<file path="config.mk">
export PLATFORM = sky130hd
export DESIGN_NAME = fetcher
export DESIGN_NICKNAME = d
export VERILOG_FILES = /design/src/hw/fetch_pkg.sv /design/src/hw/fetcher.sv
export SDC_FILE = /design/constraint.sdc
export NUM_CORES = 1
export LEC_CHECK = 0
export BUFFER_PORTS_ARGS = -buffer_cell sky130_fd_sc_hd__buf_2
export CAP_MARGIN = 0
export CORE_MARGIN = 4
export CORE_UTILIZATION = 29
export DETAILED_ROUTE_END_ITERATION = 7
export PLACE_DENSITY = 0.54
export SLEW_MARGIN = 10
export SYNTH_ARGS = -nofsm -noshare
export SYNTH_HDL_FRONTEND = slang
export SYNTH_SLANG_ARGS = --single-unit
</file>
<file path="constraint.sdc">
create_clock -name instruction_done -period 6.8 [get_ports instruction_done]
set_clock_uncertainty 0.2 [all_clocks]
set_input_delay 0.68 -clock instruction_done [delete_from_list [all_inputs] [get_ports instruction_done]]
set_output_delay 0.68 -clock instruction_done [all_outputs]
set_load 0.01 [all_outputs]
</file>
<file path="src/hw/fetch_pkg.sv">
// ~~~~~~~~~~~~~~~~~~~~
// fetch package: bus widths, addressing-mode codes, opcode view
// and the structs passed between fetch unit blocks.
// ~~~~~~~~~~~~~~~~~~~~
package fetch_pkg;

        localparam int ADDR_WIDTH = 16;
        localparam int DATA_WIDTH = 8;

        // group one middle field, bits 4:2 of the opcode.
        localparam logic [2:0] AM_X_IND = 3'd0;
        localparam logic [2:0] AM_ZPG   = 3'd1;
        localparam logic [2:0] AM_IMM   = 3'd2;
        localparam logic [2:0] AM_ABS   = 3'd3;
        localparam logic [2:0] AM_IND_Y = 3'd4;
        localparam logic [2:0] AM_ZPG_X = 3'd5;
        localparam logic [2:0] AM_ABS_Y = 3'd6;
        localparam logic [2:0] AM_ABS_X = 3'd7;

        localparam logic [1:0] GROUP_ONE = 2'b01;

        typedef struct packed {
                logic [2:0] op_a;
                logic [2:0] mode;
                logic [1:0] group;
        } opcode_fields_t;

        typedef union packed {
                logic [DATA_WIDTH-1:0] raw;
                opcode_fields_t        f;
        } opcode_u;

        typedef struct packed {
                logic [ADDR_WIDTH-1:0] pc;
                logic [DATA_WIDTH-1:0] x;
                logic [DATA_WIDTH-1:0] y;
        } fetch_cmd_t;

        typedef struct packed {
                logic                  req;
                logic [ADDR_WIDTH-1:0] addr;
        } mem_req_t;

        typedef struct packed {
                logic                  ack;
                logic [DATA_WIDTH-1:0] data;
        } mem_rsp_t;

        typedef struct packed {
                logic [DATA_WIDTH-1:0] opcode;
                logic [ADDR_WIDTH-1:0] ea;
                logic [DATA_WIDTH-1:0] operand;   // set here only for immediate.
                logic [ADDR_WIDTH-1:0] next_pc;
                logic                  needs_load;
                logic                  illegal;
        } fetch_item_t;

        typedef struct packed {
                logic [DATA_WIDTH-1:0] opcode;
                logic [ADDR_WIDTH-1:0] ea;
                logic [DATA_WIDTH-1:0] operand;
                logic [ADDR_WIDTH-1:0] next_pc;
                logic                  illegal;
        } fetch_result_t;

endpackage
</file>
<file path="src/hw/fetcher.sv">
`timescale 1ns/1ps
// ~~~~~~~~~~~~~~~~~~~~
// fetcher: reads opcode, operand and pointer bytes, decodes the
// group one addressing mode and forms ea and next pc.
// ~~~~~~~~~~~~~~~~~~~~
module fetcher import fetch_pkg::*; (
        input  logic        instruction_done,
        input  logic        reset_n,
        input  logic        cmd_req,
        input  fetch_cmd_t  cmd,
        output logic        cmd_ack,
        output mem_req_t    mreq,
        input  mem_rsp_t    mrsp,
        output logic        item_req,
        output fetch_item_t item,
        input  logic        item_ack
);

        typedef enum logic [1:0] {F_IDLE, F_MEM, F_GAP, F_ITEM} fstate_t;
        typedef enum logic [2:0] {S_OPCODE, S_B1, S_B2, S_PTR_LO, S_PTR_HI} step_t;

        fstate_t               state;
        step_t                 step;
        fetch_cmd_t            cmd_r;
        opcode_u               op_r;
        opcode_u               op_in;
        logic [DATA_WIDTH-1:0] ptr;
        logic [DATA_WIDTH-1:0] zp_x;
        logic [DATA_WIDTH-1:0] idx;

        assign op_in.raw = mrsp.data;
        assign zp_x      = mrsp.data + cmd_r.x;   // zero page wrap.

        always_comb begin
                case (op_r.f.mode)
                        AM_ABS_X:           idx = cmd_r.x;
                        AM_ABS_Y, AM_IND_Y: idx = cmd_r.y;
                        default:            idx = '0;
                endcase
        end

        always_ff @(posedge instruction_done) begin
                if (!reset_n) begin
                        state    <= F_IDLE;
                        step     <= S_OPCODE;
                        cmd_ack  <= 1'b0;
                        mreq.req <= 1'b0;
                        item_req <= 1'b0;
                end else begin
                        if (cmd_ack && !cmd_req) begin
                                cmd_ack <= 1'b0;
                        end
                        case (state)
                                F_IDLE: begin
                                        if (cmd_req && !cmd_ack && !mrsp.ack) begin
                                                cmd_r     <= cmd;
                                                cmd_ack   <= 1'b1;
                                                mreq.req  <= 1'b1;
                                                mreq.addr <= cmd.pc;
                                                step      <= S_OPCODE;
                                                state     <= F_MEM;
                                        end
                                end
                                F_MEM: begin
                                        if (mrsp.ack) begin
                                                mreq.req <= 1'b0;
                                                state    <= F_GAP;
                                                case (step)
                                                        S_OPCODE: begin
                                                                op_r         <= op_in;
                                                                item.opcode  <= op_in.raw;
                                                                item.ea      <= '0;
                                                                item.operand <= '0;
                                                                mreq.addr    <= cmd_r.pc + 16'd1;
                                                                step         <= S_B1;
                                                                if (op_in.f.group != GROUP_ONE) begin
                                                                        item.illegal    <= 1'b1;
                                                                        item.needs_load <= 1'b0;
                                                                        item.next_pc    <= cmd_r.pc + 16'd1;
                                                                        state           <= F_ITEM;
                                                                end else begin
                                                                        item.illegal    <= 1'b0;
                                                                        item.needs_load <= op_in.f.mode != AM_IMM;
                                                                        item.next_pc    <= cmd_r.pc +
                                                                                (op_in.f.mode inside
                                                                                 {AM_ABS, AM_ABS_X, AM_ABS_Y} ?
                                                                                 16'd3 : 16'd2);
                                                                end
                                                        end
                                                        S_B1: begin
                                                                case (op_r.f.mode)
                                                                        AM_IMM: begin
                                                                                item.ea      <= cmd_r.pc + 16'd1;
                                                                                item.operand <= mrsp.data;
                                                                                state        <= F_ITEM;
                                                                        end
                                                                        AM_ZPG: begin
                                                                                item.ea <= {8'h00, mrsp.data};
                                                                                state   <= F_ITEM;
                                                                        end
                                                                        AM_ZPG_X: begin
                                                                                item.ea <= {8'h00, zp_x};
                                                                                state   <= F_ITEM;
                                                                        end
                                                                        AM_X_IND: begin
                                                                                ptr       <= zp_x;
                                                                                mreq.addr <= {8'h00, zp_x};
                                                                                step      <= S_PTR_LO;
                                                                        end
                                                                        AM_IND_Y: begin
                                                                                ptr       <= mrsp.data;
                                                                                mreq.addr <= {8'h00, mrsp.data};
                                                                                step      <= S_PTR_LO;
                                                                        end
                                                                        default: begin   // absolute modes.
                                                                                item.ea[7:0] <= mrsp.data;
                                                                                mreq.addr    <= cmd_r.pc + 16'd2;
                                                                                step         <= S_B2;
                                                                        end
                                                                endcase
                                                        end
                                                        S_PTR_LO: begin
                                                                item.ea[7:0] <= mrsp.data;
                                                                ptr          <= ptr + 8'd1;
                                                                mreq.addr    <= {8'h00, ptr + 8'd1};
                                                                step         <= S_PTR_HI;
                                                        end
                                                        default: begin   // high byte, then index.
                                                                item.ea <= {mrsp.data, item.ea[7:0]} +
                                                                           {8'h00, idx};
                                                                state   <= F_ITEM;
                                                        end
                                                endcase
                                        end
                                end
                                F_GAP: begin
                                        if (!mrsp.ack) begin
                                                mreq.req <= 1'b1;
                                                state    <= F_MEM;
                                        end
                                end
                                default: begin
                                        if (!item_req && !item_ack) begin
                                                item_req <= 1'b1;
                                        end else if (item_req && item_ack) begin
                                                item_req <= 1'b0;
                                                state    <= F_IDLE;
                                        end
                                end
                        endcase
                end
        end

        a_addr_hold: assert property (@(posedge instruction_done) disable iff (!reset_n)
                mreq.req && !mrsp.ack |=> $stable(mreq.addr));

        a_item_hold: assert property (@(posedge instruction_done) disable iff (!reset_n)
                item_req |=> $stable(item));

endmodule

</file>
==> qor.csv, run 1 <==
metric;value;unit
number of enable flip-flop cells after synthesis;106;
die span in y;160.3;µm
synthesized area;6728;µm²
Required @ worst endpoint;6740;ps
count of TritonRoute iterations in the first routing pass;5;
number of I/O port buffers;113;
sequential-to-total area share from yosys stat;49.69;%
Max rail drop VDD;0.1656;mV
area fraction in compound gates after synthesis;16.51;%
share of the clock period used by the worst path after layout;55.27;%
WP data arrival;3690;ps
PostCTS Resize Cnt;0;
Setup crit end;item[36]$_DFFE_PP_;
clock slew at reported path FFs;60;ps
total via count after detailed routing;5451;
worst reg-to-reg setup slack;3040;ps
Floorplan Core Area;22710;µm²
footprint of the flip-flops and latches;3343;µm²
count of buffers added by post-CTS timing repair for setup;0;
final layout net count;834;
post-detailed-route count of antenna-violating nets;0;
starting density of the core;29.63;%
reported leakage power;3.049;nW
proportion of synthesized flip-flops having asynchronous set or reset;0;%
buffers and inverters on the worst path;0;
Setup CP Type;reg2reg;
number of nets in the synthesized netlist;734;
number of global-route vias before repair;5436;
Relative slew margins;25.91;%
area of the multi-input gates;3172;µm²
Post-CTS Hold Fix Bufs;0;
Worst Setup End Kind;flip-flop;
first-pass GRT wire length;31.08;mm
most frequent standard cell in the layout excluding fill and tap cells;buf_2;
multiplexer fraction of the synthesized cell area;1.190;%
number of placement rows;55;
CP cell instances;and2_1 > a21oi_1 > nor2b_1 > ha_1 > fa_1 > a21oi_1 > o22ai_1 > o41ai_1 > nor2_1 > xnor2_1 > o22ai_1;
H-tree depth reported by CTS;4;
kind of path behind the tightest hold check;in2reg;
pin count of the biggest net entering global routing;30;
main flop type after synthesis;edfxtp_1;
destination of the worst register-to-register timing path;item[36]$_DFFE_PP_;
placed inst area;7553;µm²
DRC Markers;0;
Starting DRT DRC Count;354;
pins over their slew limit;0;
antenna diode count;0;
Pwr Density;240.6;nW/µm²
total negative slack for setup checks;0;ps
status;completed;
RSZ-0062 raised after global routing;false;
count of warnings emitted by yosys;0;
Post-Synth Adder-Cell Area;4.873;%
Worst Reg-to-Reg Cells;11;
clock buffer count from CTS;17;
Worst Setup SP;op_r[2]$_DFFE_PP_;
total grt overflow;0;
maximum frequency from static timing analysis;266.1;MHz
number of top-level pins;114;
number of antenna violations at the first check in global routing;0;
cell at the slowest stage of the critical path;o41ai_1;
actual transition at the worst max-transition pin;1102;ps
Max Root-Sink Buffers;2;
area share of the leading cell type in the synthesized netlist;47.31;%
die extent in x;160.3;µm
setup violators final;0;
Clk Tree Root Cell;clkbuf_16;
overall routing resource usage;15.64;%
Detailed Route WL;19.92;mm
library cells used by synthesis;64;
die outline area;25700;µm²
number of maximum-capacitance constraint violations;0;
synthesized area per cell;10.13;µm²
number of vias per cell;5.133;
final hold violation count;0;
share of layout cells above drive strength 1;20.72;%
dominant delay contributor by cell family on the critical path;compound AO/OA/AOI/OAI gates;
final routed wire length divided by cell count;18.75;µm
number of instances in the synthesized netlist;664;
main area contributors after synthesis;edfxtp_1 (47%), xnor2_1 (4.4%), ha_1 (4.3%), nand2_1 (3.7%), o21ai_0 (3.6%);
biggest fanout along the worst timing path;15;
Post-Synth XOR/XNOR Area;7.290;%
area of all placed cells without fillers;8192;µm²
Reg-to-Reg Start;op_r[2]$_DFFE_PP_;
fillcell total;2319;
top cell type by total area after synthesis;edfxtp_1;
Seq cells post-synth;114;
maximum cell stage delay along the critical path;760;ps
clock tree from TritonCTS;yes;
RePlAce Congestion;0.8651;
Clock Latency Late Sink;420;ps
Area Growth Syn to Fin;21.76;%
type of origin of the critical path;flip-flop;
number of clock sinks;114;
commonest non-fill, non-tap cells in the layout;buf_2 (113), edfxtp_1 (106), nand2_1 (67);
post-layout minimum cycle time;3759;ps
Simple-Gate Fraction of Synth Area;17.09;%
main combinational cell family by area after synthesis;simple AND/OR/NAND/NOR gates;
dpl hpwl;15.00;mm
number of logic stages on the critical path including buffering;11;
## power by group
group          total [W]  internal, W  switching (W)
Combinational   0.000187    0.0000706       0.000117
Sequential      0.000809     0.000793      0.0000164
Clock           0.000975     0.000647       0.000328
## per-layer routing
layer  vias to the layer above  part of all wire, %  global-route usage (%)
li1                       2663                    -                       -
met3                        18                  7.7                   3.695
met4                         0                  1.2                   3.950
met5                         -                    0                       0
met1                      2553                   46                   21.94
met2                       217                   45                   24.49
## cell usage after synthesis, drive strengths merged (4+ instances only)
library cell / instances
edfxtp: 106
nor3: 14
and3: 9
dfxtp: 8
o311ai: 4
ha: 23
a211oi: 8
xor2: 22
o22ai: 15
inv: 13
nor2: 55
a31oi: 6
nand4: 6
a21oi: 43
mux2i: 8
clkbuf: 21
a21o: 5
nand3: 21
o221ai: 4
buf: 20
nand2b: 7
and2: 11
o211ai: 6
nor2b: 24
o21ai: 49
nand2: 67
o211a: 4
xnor2: 34
## metrics by stage
stage	setup WS, ps	hold WS (ps)	cells	power [W]	util, %
2_1_floorplan	2627	307.6	664	0.0009362	-
3_3_place_gp	3145	304.4	1030	0.001010	33.26
3_5_place_dp	3065	293.3	1030	0.001011	33.26
4_1_cts	3034	217.9	1062	0.001988	36.07
5_1_grt	2709	221.6	1062	0.002047	36.07
6_report	3041	233.7	1062	0.001971	36.07
## final cells by class
type,count,area share (%)
sequential,114,40.81
multi-input combinational,496,38.72
timing repair buffer,122,7.729
clock buffer,17,5.193
tap,285,4.353
clock inverter,15,2.597
inverter,13,0.5957
## worst min path at each step
| stage | from | endpoint | depth (start not counted) |
|---|---|---|---|
| floorplan | step[0]$_SDFFE_PN0P_ | step[0]$_SDFFE_PN0P_ | 2 |
| global placement | cmd_ack$_SDFF_PN0_ | cmd_ack$_SDFF_PN0_ | 1 |
| detailed placement | mreq[16]$_SDFFE_PN0P_ | mreq[16]$_SDFFE_PN0P_ | 1 |
| CTS | cmd[9] | cmd_r[9]$_DFFE_PP_ | 1 |
| global route | cmd[3] | cmd_r[3]$_DFFE_PP_ | 1 |
| finish | cmd[5] | cmd_r[5]$_DFFE_PP_ | 1 |
## cell families (layout without fill, tap and decap cells)
kind of cell | count (synthesis) | after routing
and+or+nand+nor | 235 | 235
AOI/OAI and AO/OA | 172 | 172
DFF | 114 | 114
xor gates and xnor gates | 56 | 56
buffers and inverters | 54 | 167
adders and majority gates | 25 | 25
muxes | 8 | 8
## sequential cells by signal (all words and copies together), names as in the netlist
register,flops
op_r,8
state,2
ptr,8
cmd_ack,1
mreq,17
item_req,1
step,3
item,42
cmd_r,32
Note: power is estimated with default switching activity, not from simulation.
==> run 2, diff against run 1 <==
Clock period 6.8 ns to 3.9 ns, I/O delays scaled along.
==> run 2 against run 1 <==
Utilization increased by 1.7 points. Sequential cell count unchanged. Clock-buffer cell count increased by 1. First-iteration DRC count increased by 50%. Power increased by 74%. Cell count increased by 3.9%. Worst hold slack got worse by 190 ps.
==> qor.csv, run 2 (synthesis gave the netlist of run 1 again) <==
metric;value;unit;change
clock tree from TritonCTS;yes;;
Pwr Density;399.0;nW/µm²;+66%
clock slew at reported path FFs;60;ps;about the same
die span in y;160.3;µm;unchanged
number of top-level pins;114;;unchanged
share of layout cells above drive strength 1;20.66;%;-0.061 points
die extent in x;160.3;µm;unchanged
Worst Setup End Kind;flip-flop;;
Relative slew margins;43.56;%;+18 points
total via count after detailed routing;5659;;+3.8%
Max rail drop VDD;0.2733;mV;+65%
status;completed;;
number of clock sinks;114;;unchanged
die outline area;25700;µm²;unchanged
Required @ worst endpoint;3840;ps;-2900 ps
count of buffers added by post-CTS timing repair for setup;0;;unchanged
final hold violation count;0;;unchanged
number of antenna violations at the first check in global routing;1;;+1
type of origin of the critical path;flip-flop;;
share of the clock period used by the worst path after layout;80.57;%;+25 points
commonest non-fill, non-tap cells in the layout;buf_2 (113), edfxtp_1 (106), nand2_1 (67);;
largest registers;item (42), cmd_r (32), mreq (17);;
Starting DRT DRC Count;530;;+50%
setup violators final;0;;unchanged
number of global-route vias before repair;5411;;-0.46%
dpl hpwl;15.03;mm;+0.20%
area of all placed cells without fillers;8582;µm²;+4.8%
Clock Latency Late Sink;420;ps;about the same
starting density of the core;29.63;%;unchanged
Floorplan Core Area;22710;µm²;unchanged
number of vias per cell;5.131;;about the same
clock buffer count from CTS;17;;unchanged
total grt overflow;0;;unchanged
first-pass GRT wire length;31.84;mm;+2.4%
number of maximum-capacitance constraint violations;0;;unchanged
most frequent standard cell in the layout excluding fill and tap cells;buf_2;;
final routed wire length divided by cell count;18.87;µm;+0.62%
buffers and inverters on the worst path;1;;+1
RePlAce Congestion;0.8660;;+0.10%
overall power;0.003424;W;+74%
Clk Tree Root Cell;clkbuf_16;;
pins over their slew limit;0;;unchanged
antenna diode count;0;;unchanged
post-detailed-route count of antenna-violating nets;0;;unchanged
biggest fanout along the worst timing path;8;;-7
Area Growth Syn to Fin;27.56;%;
number of placement rows;55;;unchanged
total negative slack for setup checks;0;ps;unchanged
RSZ-0062 raised after global routing;false;;
count of TritonRoute iterations in the first routing pass;5;;unchanged
cell at the slowest stage of the critical path;edfxtp_1;;
final layout net count;875;;+4.9%
post-layout minimum cycle time;3142;ps;-616.4 ps
actual transition at the worst max-transition pin;846.6;ps;-255.6 ps
Setup CP Type;reg2reg;;
CP cell instances;and2_1 > a21oi_1 > nor2b_1 > ha_1 > fa_1 > a21oi_1 > o22ai_1 > o41ai_1 > buf_4 > nor2_1 > xnor2_1 > o22ai_1;;
largest register by flop count;item;;
WP data arrival;3080;ps;-610 ps
maximum frequency from static timing analysis;318.2;MHz;+20%
placed inst area;7635;µm²;+1.1%
flip-flop count of the largest register after layout;42;;unchanged
pin count of the biggest net entering global routing;26;;-13%
number of I/O port buffers;113;;unchanged
H-tree depth reported by CTS;4;;unchanged
Detailed Route WL;20.81;mm;+4.5%
Max Root-Sink Buffers;2;;unchanged
reported leakage power;3.220;nW;+5.6%
kind of path behind the tightest hold check;in2reg;;
DRC Markers;0;;unchanged
dominant delay contributor by cell family on the critical path;compound AO/OA/AOI/OAI gates;;
maximum cell stage delay along the critical path;450;ps;-310 ps
overall routing resource usage;16.02;%;+0.38 points
## run 2: final cells by class
class	count	area [µm²]
clock buffer	18	429.2
clock inverter	14	187.7
fill	2303	14130
inverter	13	48.80
multi-input combinational	496	3181
sequential	114	3343
tap	285	356.6
timing repair buffer	163	1036
## run 2: report_power, final
group / total [W] / switching (W) / leakage (nW) / internal (W)
combinational: 0.000363 / 0.000213 / 1.89 / 0.000150
clock: 0.00165 / 0.000586 / 0.295 / 0.00107
sequential: 0.00141 / 0.0000276 / 1.03 / 0.00138
## run 2: path summary, 6_finish.rpt
path	from	to	slack [ps]	depth (start not counted)
setup / recovery	op_r[3]$_DFFE_PP_	item[38]$_DFFE_PP_	760	12
hold reg to reg	mreq[16]$_SDFFE_PN0P_	mreq[16]$_SDFFE_PN0P_	310	1
setup reg to reg	op_r[3]$_DFFE_PP_	item[38]$_DFFE_PP_	760	12
hold / removal	reset_n	mreq[16]$_SDFFE_PN0P_	40	2
## run 2: stage by stage
stage / hold WS, ps / utilization [%] / setup slack, ps / std cells
after global placement: 301.0 / 33.62 / 849.9 / 1038
after detailed placement: 298.3 / 33.62 / 794.4 / 1038
after CTS: 29.56 / 37.79 / 744.9 / 1103
after floorplan: 288.9 / - / 496.0 / 664
final: 44.41 / 37.79 / 757.8 / 1103
after global routing: 43.50 / 37.79 / 420.2 / 1103
## run 2: routing by layer
layer	up-vias	global-route usage, %	part of all wire, %
li1	2738	-	-
met1	2676	22.83	48
met2	221	24.43	44
met3	22	4.131	7.0
met4	2	3.950	1.1
met5	-	0	0.034
## run 2: what timing repair did
item | 4_1_cts | 5_1_grt
hold buffers | 33 | 0
hold endpoints to repair | 33 | 0
resized for setup | 0 | 0
==> run 3, diff against run 2 <==
Settings changed: PLACE_DENSITY 0.54 to 0.55.
Clock period 3.9 ns to 2.8 ns, I/O delays scaled along.
==> run 3 against run 2 <==
The run now ends with setup timing left. Worst setup slack worse by 790 ps. Utilization up 1.5 points. Register-to-register slack worse by 790 ps. Global-route usage up 0.39 points. Worst hold slack worse by 9.5 ps. Via count up 1.8%. Sequential cell count unchanged. Critical path type unchanged. Power up 34%. Combinational power up 52%.
==> qor.csv, run 3 (synthesis gave the netlist of run 1 again) <==
metric;value;unit;change
worst reg-to-reg setup slack;-30;ps;-790 ps
count of TritonRoute iterations in the first routing pass;5;;unchanged
flip-flop count of the largest register after layout;42;;unchanged
Max Root-Sink Buffers;2;;unchanged
die extent in x;160.3;µm;unchanged
hold path cells;1;;-1
cell at the slowest stage of the critical path;edfxtp_1;;
post-layout minimum cycle time;2832;ps;-310.6 ps
clock network fraction of total power;45.3;%;-2.9 points
maximum cell stage delay along the critical path;390;ps;-60 ps
post-detailed-route count of antenna-violating nets;0;;unchanged
total negative slack for setup checks;-63.58;ps;-63.58 ps
Starting DRT DRC Count;417;;-21%
biggest fanout along the worst timing path;4;;-4
type of origin of the critical path;flip-flop;;
sequential power share;42.7;%;+1.5 points
Detailed Route WL;21.30;mm;+2.4%
Reg-to-Reg Start;op_r[2]$_DFFE_PP_;;
RePlAce Congestion;0.8887;;+2.6%
H-tree depth reported by CTS;4;;unchanged
number of vias per cell;5.043;;-1.7%
WP data arrival;2760;ps;-320 ps
share of total power consumed by net switching;26.29;%;+2.1 points
Pwr Density;514.9;nW/µm²;+29%
overall routing resource usage;16.41;%;+0.39 points
Worst Setup SP;op_r[2]$_DFFE_PP_;;
library cell appearing most often on the critical path;a21oi_2;;
Setup CP Type;reg2reg;;
final layout net count;914;;+4.5%
RSZ-0062 raised after global routing;true;;
Worst Reg-to-Reg Cells;12;;unchanged
number of antenna violations at the first check in global routing;1;;unchanged
Max rail drop VDD;0.4066;mV;+49%
final core occ;39.31;%;+1.5 points
die outline area;25700;µm²;unchanged
total via count after detailed routing;5759;;+1.8%
total grt overflow;0;;unchanged
number of global-route vias before repair;5710;;+5.5%
share of layout cells above drive strength 1;26.60;%;+5.9 points
largest registers;item (42), cmd_r (32), mreq (17);;
Setup crit end;item[38]$_DFFE_PP_;;
pin count of the biggest net entering global routing;24;;-7.7%
maximum frequency from static timing analysis;353.1;MHz;+11%
reported leakage power;3.402;nW;+5.7%
commonest non-fill, non-tap cells in the layout;buf_2 (113), edfxtp_1 (106), nand2_1 (67);;
setup violators final;3;;+3
Required @ worst endpoint;2730;ps;-1110 ps
clock buffer count from CTS;17;;unchanged
Worst Setup End Kind;flip-flop;;
failing checks;setup timing;;
Area Growth Syn to Fin;32.68;%;
Relative slew margins;25.67;%;-18 points
Clock Latency Late Sink;420;ps;about the same
CP cell instances;and2_4 > a21oi_2 > nor2b_1 > ha_2 > fa_2 > a21oi_2 > o22ai_2 > o41ai_4 > buf_4 > nor2_1 > xnor2_1 > o22ai_1;;
starting density of the core;29.63;%;unchanged
pins over their slew limit;0;;unchanged
largest register by flop count;item;;
Psw;0.001208;W;+46%
actual transition at the worst max-transition pin;1106;ps;+259.9 ps
total internal power;0.003388;W;+30%
number of clock sinks;114;;unchanged
most frequent standard cell in the layout excluding fill and tap cells;buf_2;;
number of placement rows;55;;unchanged
fillcell total;2259;;-1.9%
first-pass GRT wire length;32.80;mm;+3.0%
Clk Tree Root Cell;clkbuf_16;;
die span in y;160.3;µm;unchanged
number of maximum-capacitance constraint violations;0;;unchanged
DRC Markers;0;;unchanged
cell count after placement;1074;;+3.5%
combinational group share of total power;12.0;%;+1.4 points
final routed wire length divided by cell count;18.65;µm;-1.1%
number of I/O port buffers;113;;unchanged
destination of the worst register-to-register timing path;item[38]$_DFFE_PP_;;
antenna diode count;0;;unchanged
share of the clock period used by the worst path after layout;101.1;%;+21 points
post-layout instance count excluding filler cells;1142;;+3.5%
kind of path behind the tightest hold check;in2reg;;
clock slew at reported path FFs;60;ps;about the same
status;finished, violations left;;
final hold violation count;0;;unchanged
Final Worst Setup Slack;-31.68;ps;-789.4 ps
clock tree from TritonCTS;yes;;
Floorplan Core Area;22710;µm²;unchanged
number of top-level pins;114;;unchanged
dpl hpwl;16.07;mm;+7.0%
-- run 3: cell types whose count changed in the layout (fill, tap and decap cells not counted), sizes merged --
cell / previous run / this run
buf: 130 / 167
bufinv: 4 / 1
clkbuf: 18 / 17
clkinv: 7 / 6
clkinvlp: 2 / 5
dlygate4sd3: 33 / 35
inv: 14 / 16
-- run 3: power groups by stage --
stage | combinational, W | clock (W) | sequential, W
floorplan | 0.000288 | 0 | 0.00199
global placement | 0.000503 | 0 | 0.00200
detailed placement | 0.000507 | 0 | 0.00200
CTS | 0.000548 | 0.00211 | 0.00196
global route | 0.000608 | 0.00219 | 0.00197
finish | 0.000553 | 0.00208 | 0.00196
-- run 3: cell type report --
cell class                      count  area [µm²]  area share (%)
Tap cell                          285       356.6           3.995
Multi-Input combinational cell    496        3296           36.92
Sequential cell                   114        3343           37.45
Inverter                           13       48.80          0.5467
Clock buffer                       17       425.4           4.766
Timing Repair Buffer              202        1321           14.80
Clock inverter                     15       135.1           1.514
-- run 3: worst min-delay path by stage --
stage,endpoint,startpoint,slack [ps]
floorplan,cmd_r[0]$_DFFE_PP_,cmd[0],180
global placement,cmd_r[4]$_DFFE_PP_,cmd[4],260
detailed placement,cmd_r[3]$_DFFE_PP_,cmd[3],260
CTS,op_r[7]$_DFFE_PP_,mrsp[7],20
global route,op_r[7]$_DFFE_PP_,mrsp[7],20
finish,op_r[7]$_DFFE_PP_,mrsp[7],30
-- run 3: worst max-delay path: cells and delay by family, from the launching register on --
kind | cells | cell delay [ps]
AO/OA/AOI/OAI | 5 | 790
XOR/XNOR | 1 | 130
adder cells (fa/ha/maj) | 2 | 550
buffers and inverters | 1 | 180
flip-flops | 1 | 390
AND/OR/NAND/NOR | 3 | 300
-- run 3: per-layer routing --
| layer | wire (µm) | GRT usage, % |
|---|---|---|
| met1 | 10220 | 23.37 |
| met2 | 9607 | 25.65 |
| met3 | 1221 | 3.413 |
| met4 | 251 | 4.145 |
| met5 | 7 | 0 |
-- run 3: what timing repair did --
| action | in CTS | in global routing |
|---|---|---|
| setup buffers | 1 | 0 |
| hold buffers | 35 | 0 |
| hold endpoints to repair | 44 | 0 |
| endpoints found under the setup margin | 4 | 12 |
| pin swaps | 1 | 2 |
| resized for setup | 2 | 8 |
| gates cloned | 0 | 0 |
-- run 3: through the flow --
stage | setup slack [ps] | power (W) | hold WS [ps] | cell area [µm²]
3_3_place_gp | -19.95 | 0.002499 | 257.8 | 7953
2_1_floorplan | -286.5 | 0.002280 | 178.9 | 6817
6_report | -31.68 | 0.004596 | 34.86 | 8926
5_1_grt | -192.6 | 0.004762 | 22.17 | 8926
4_1_cts | -41.47 | 0.004619 | 15.69 | 8887
3_5_place_dp | -84.27 | 0.002503 | 258.5 | 7953
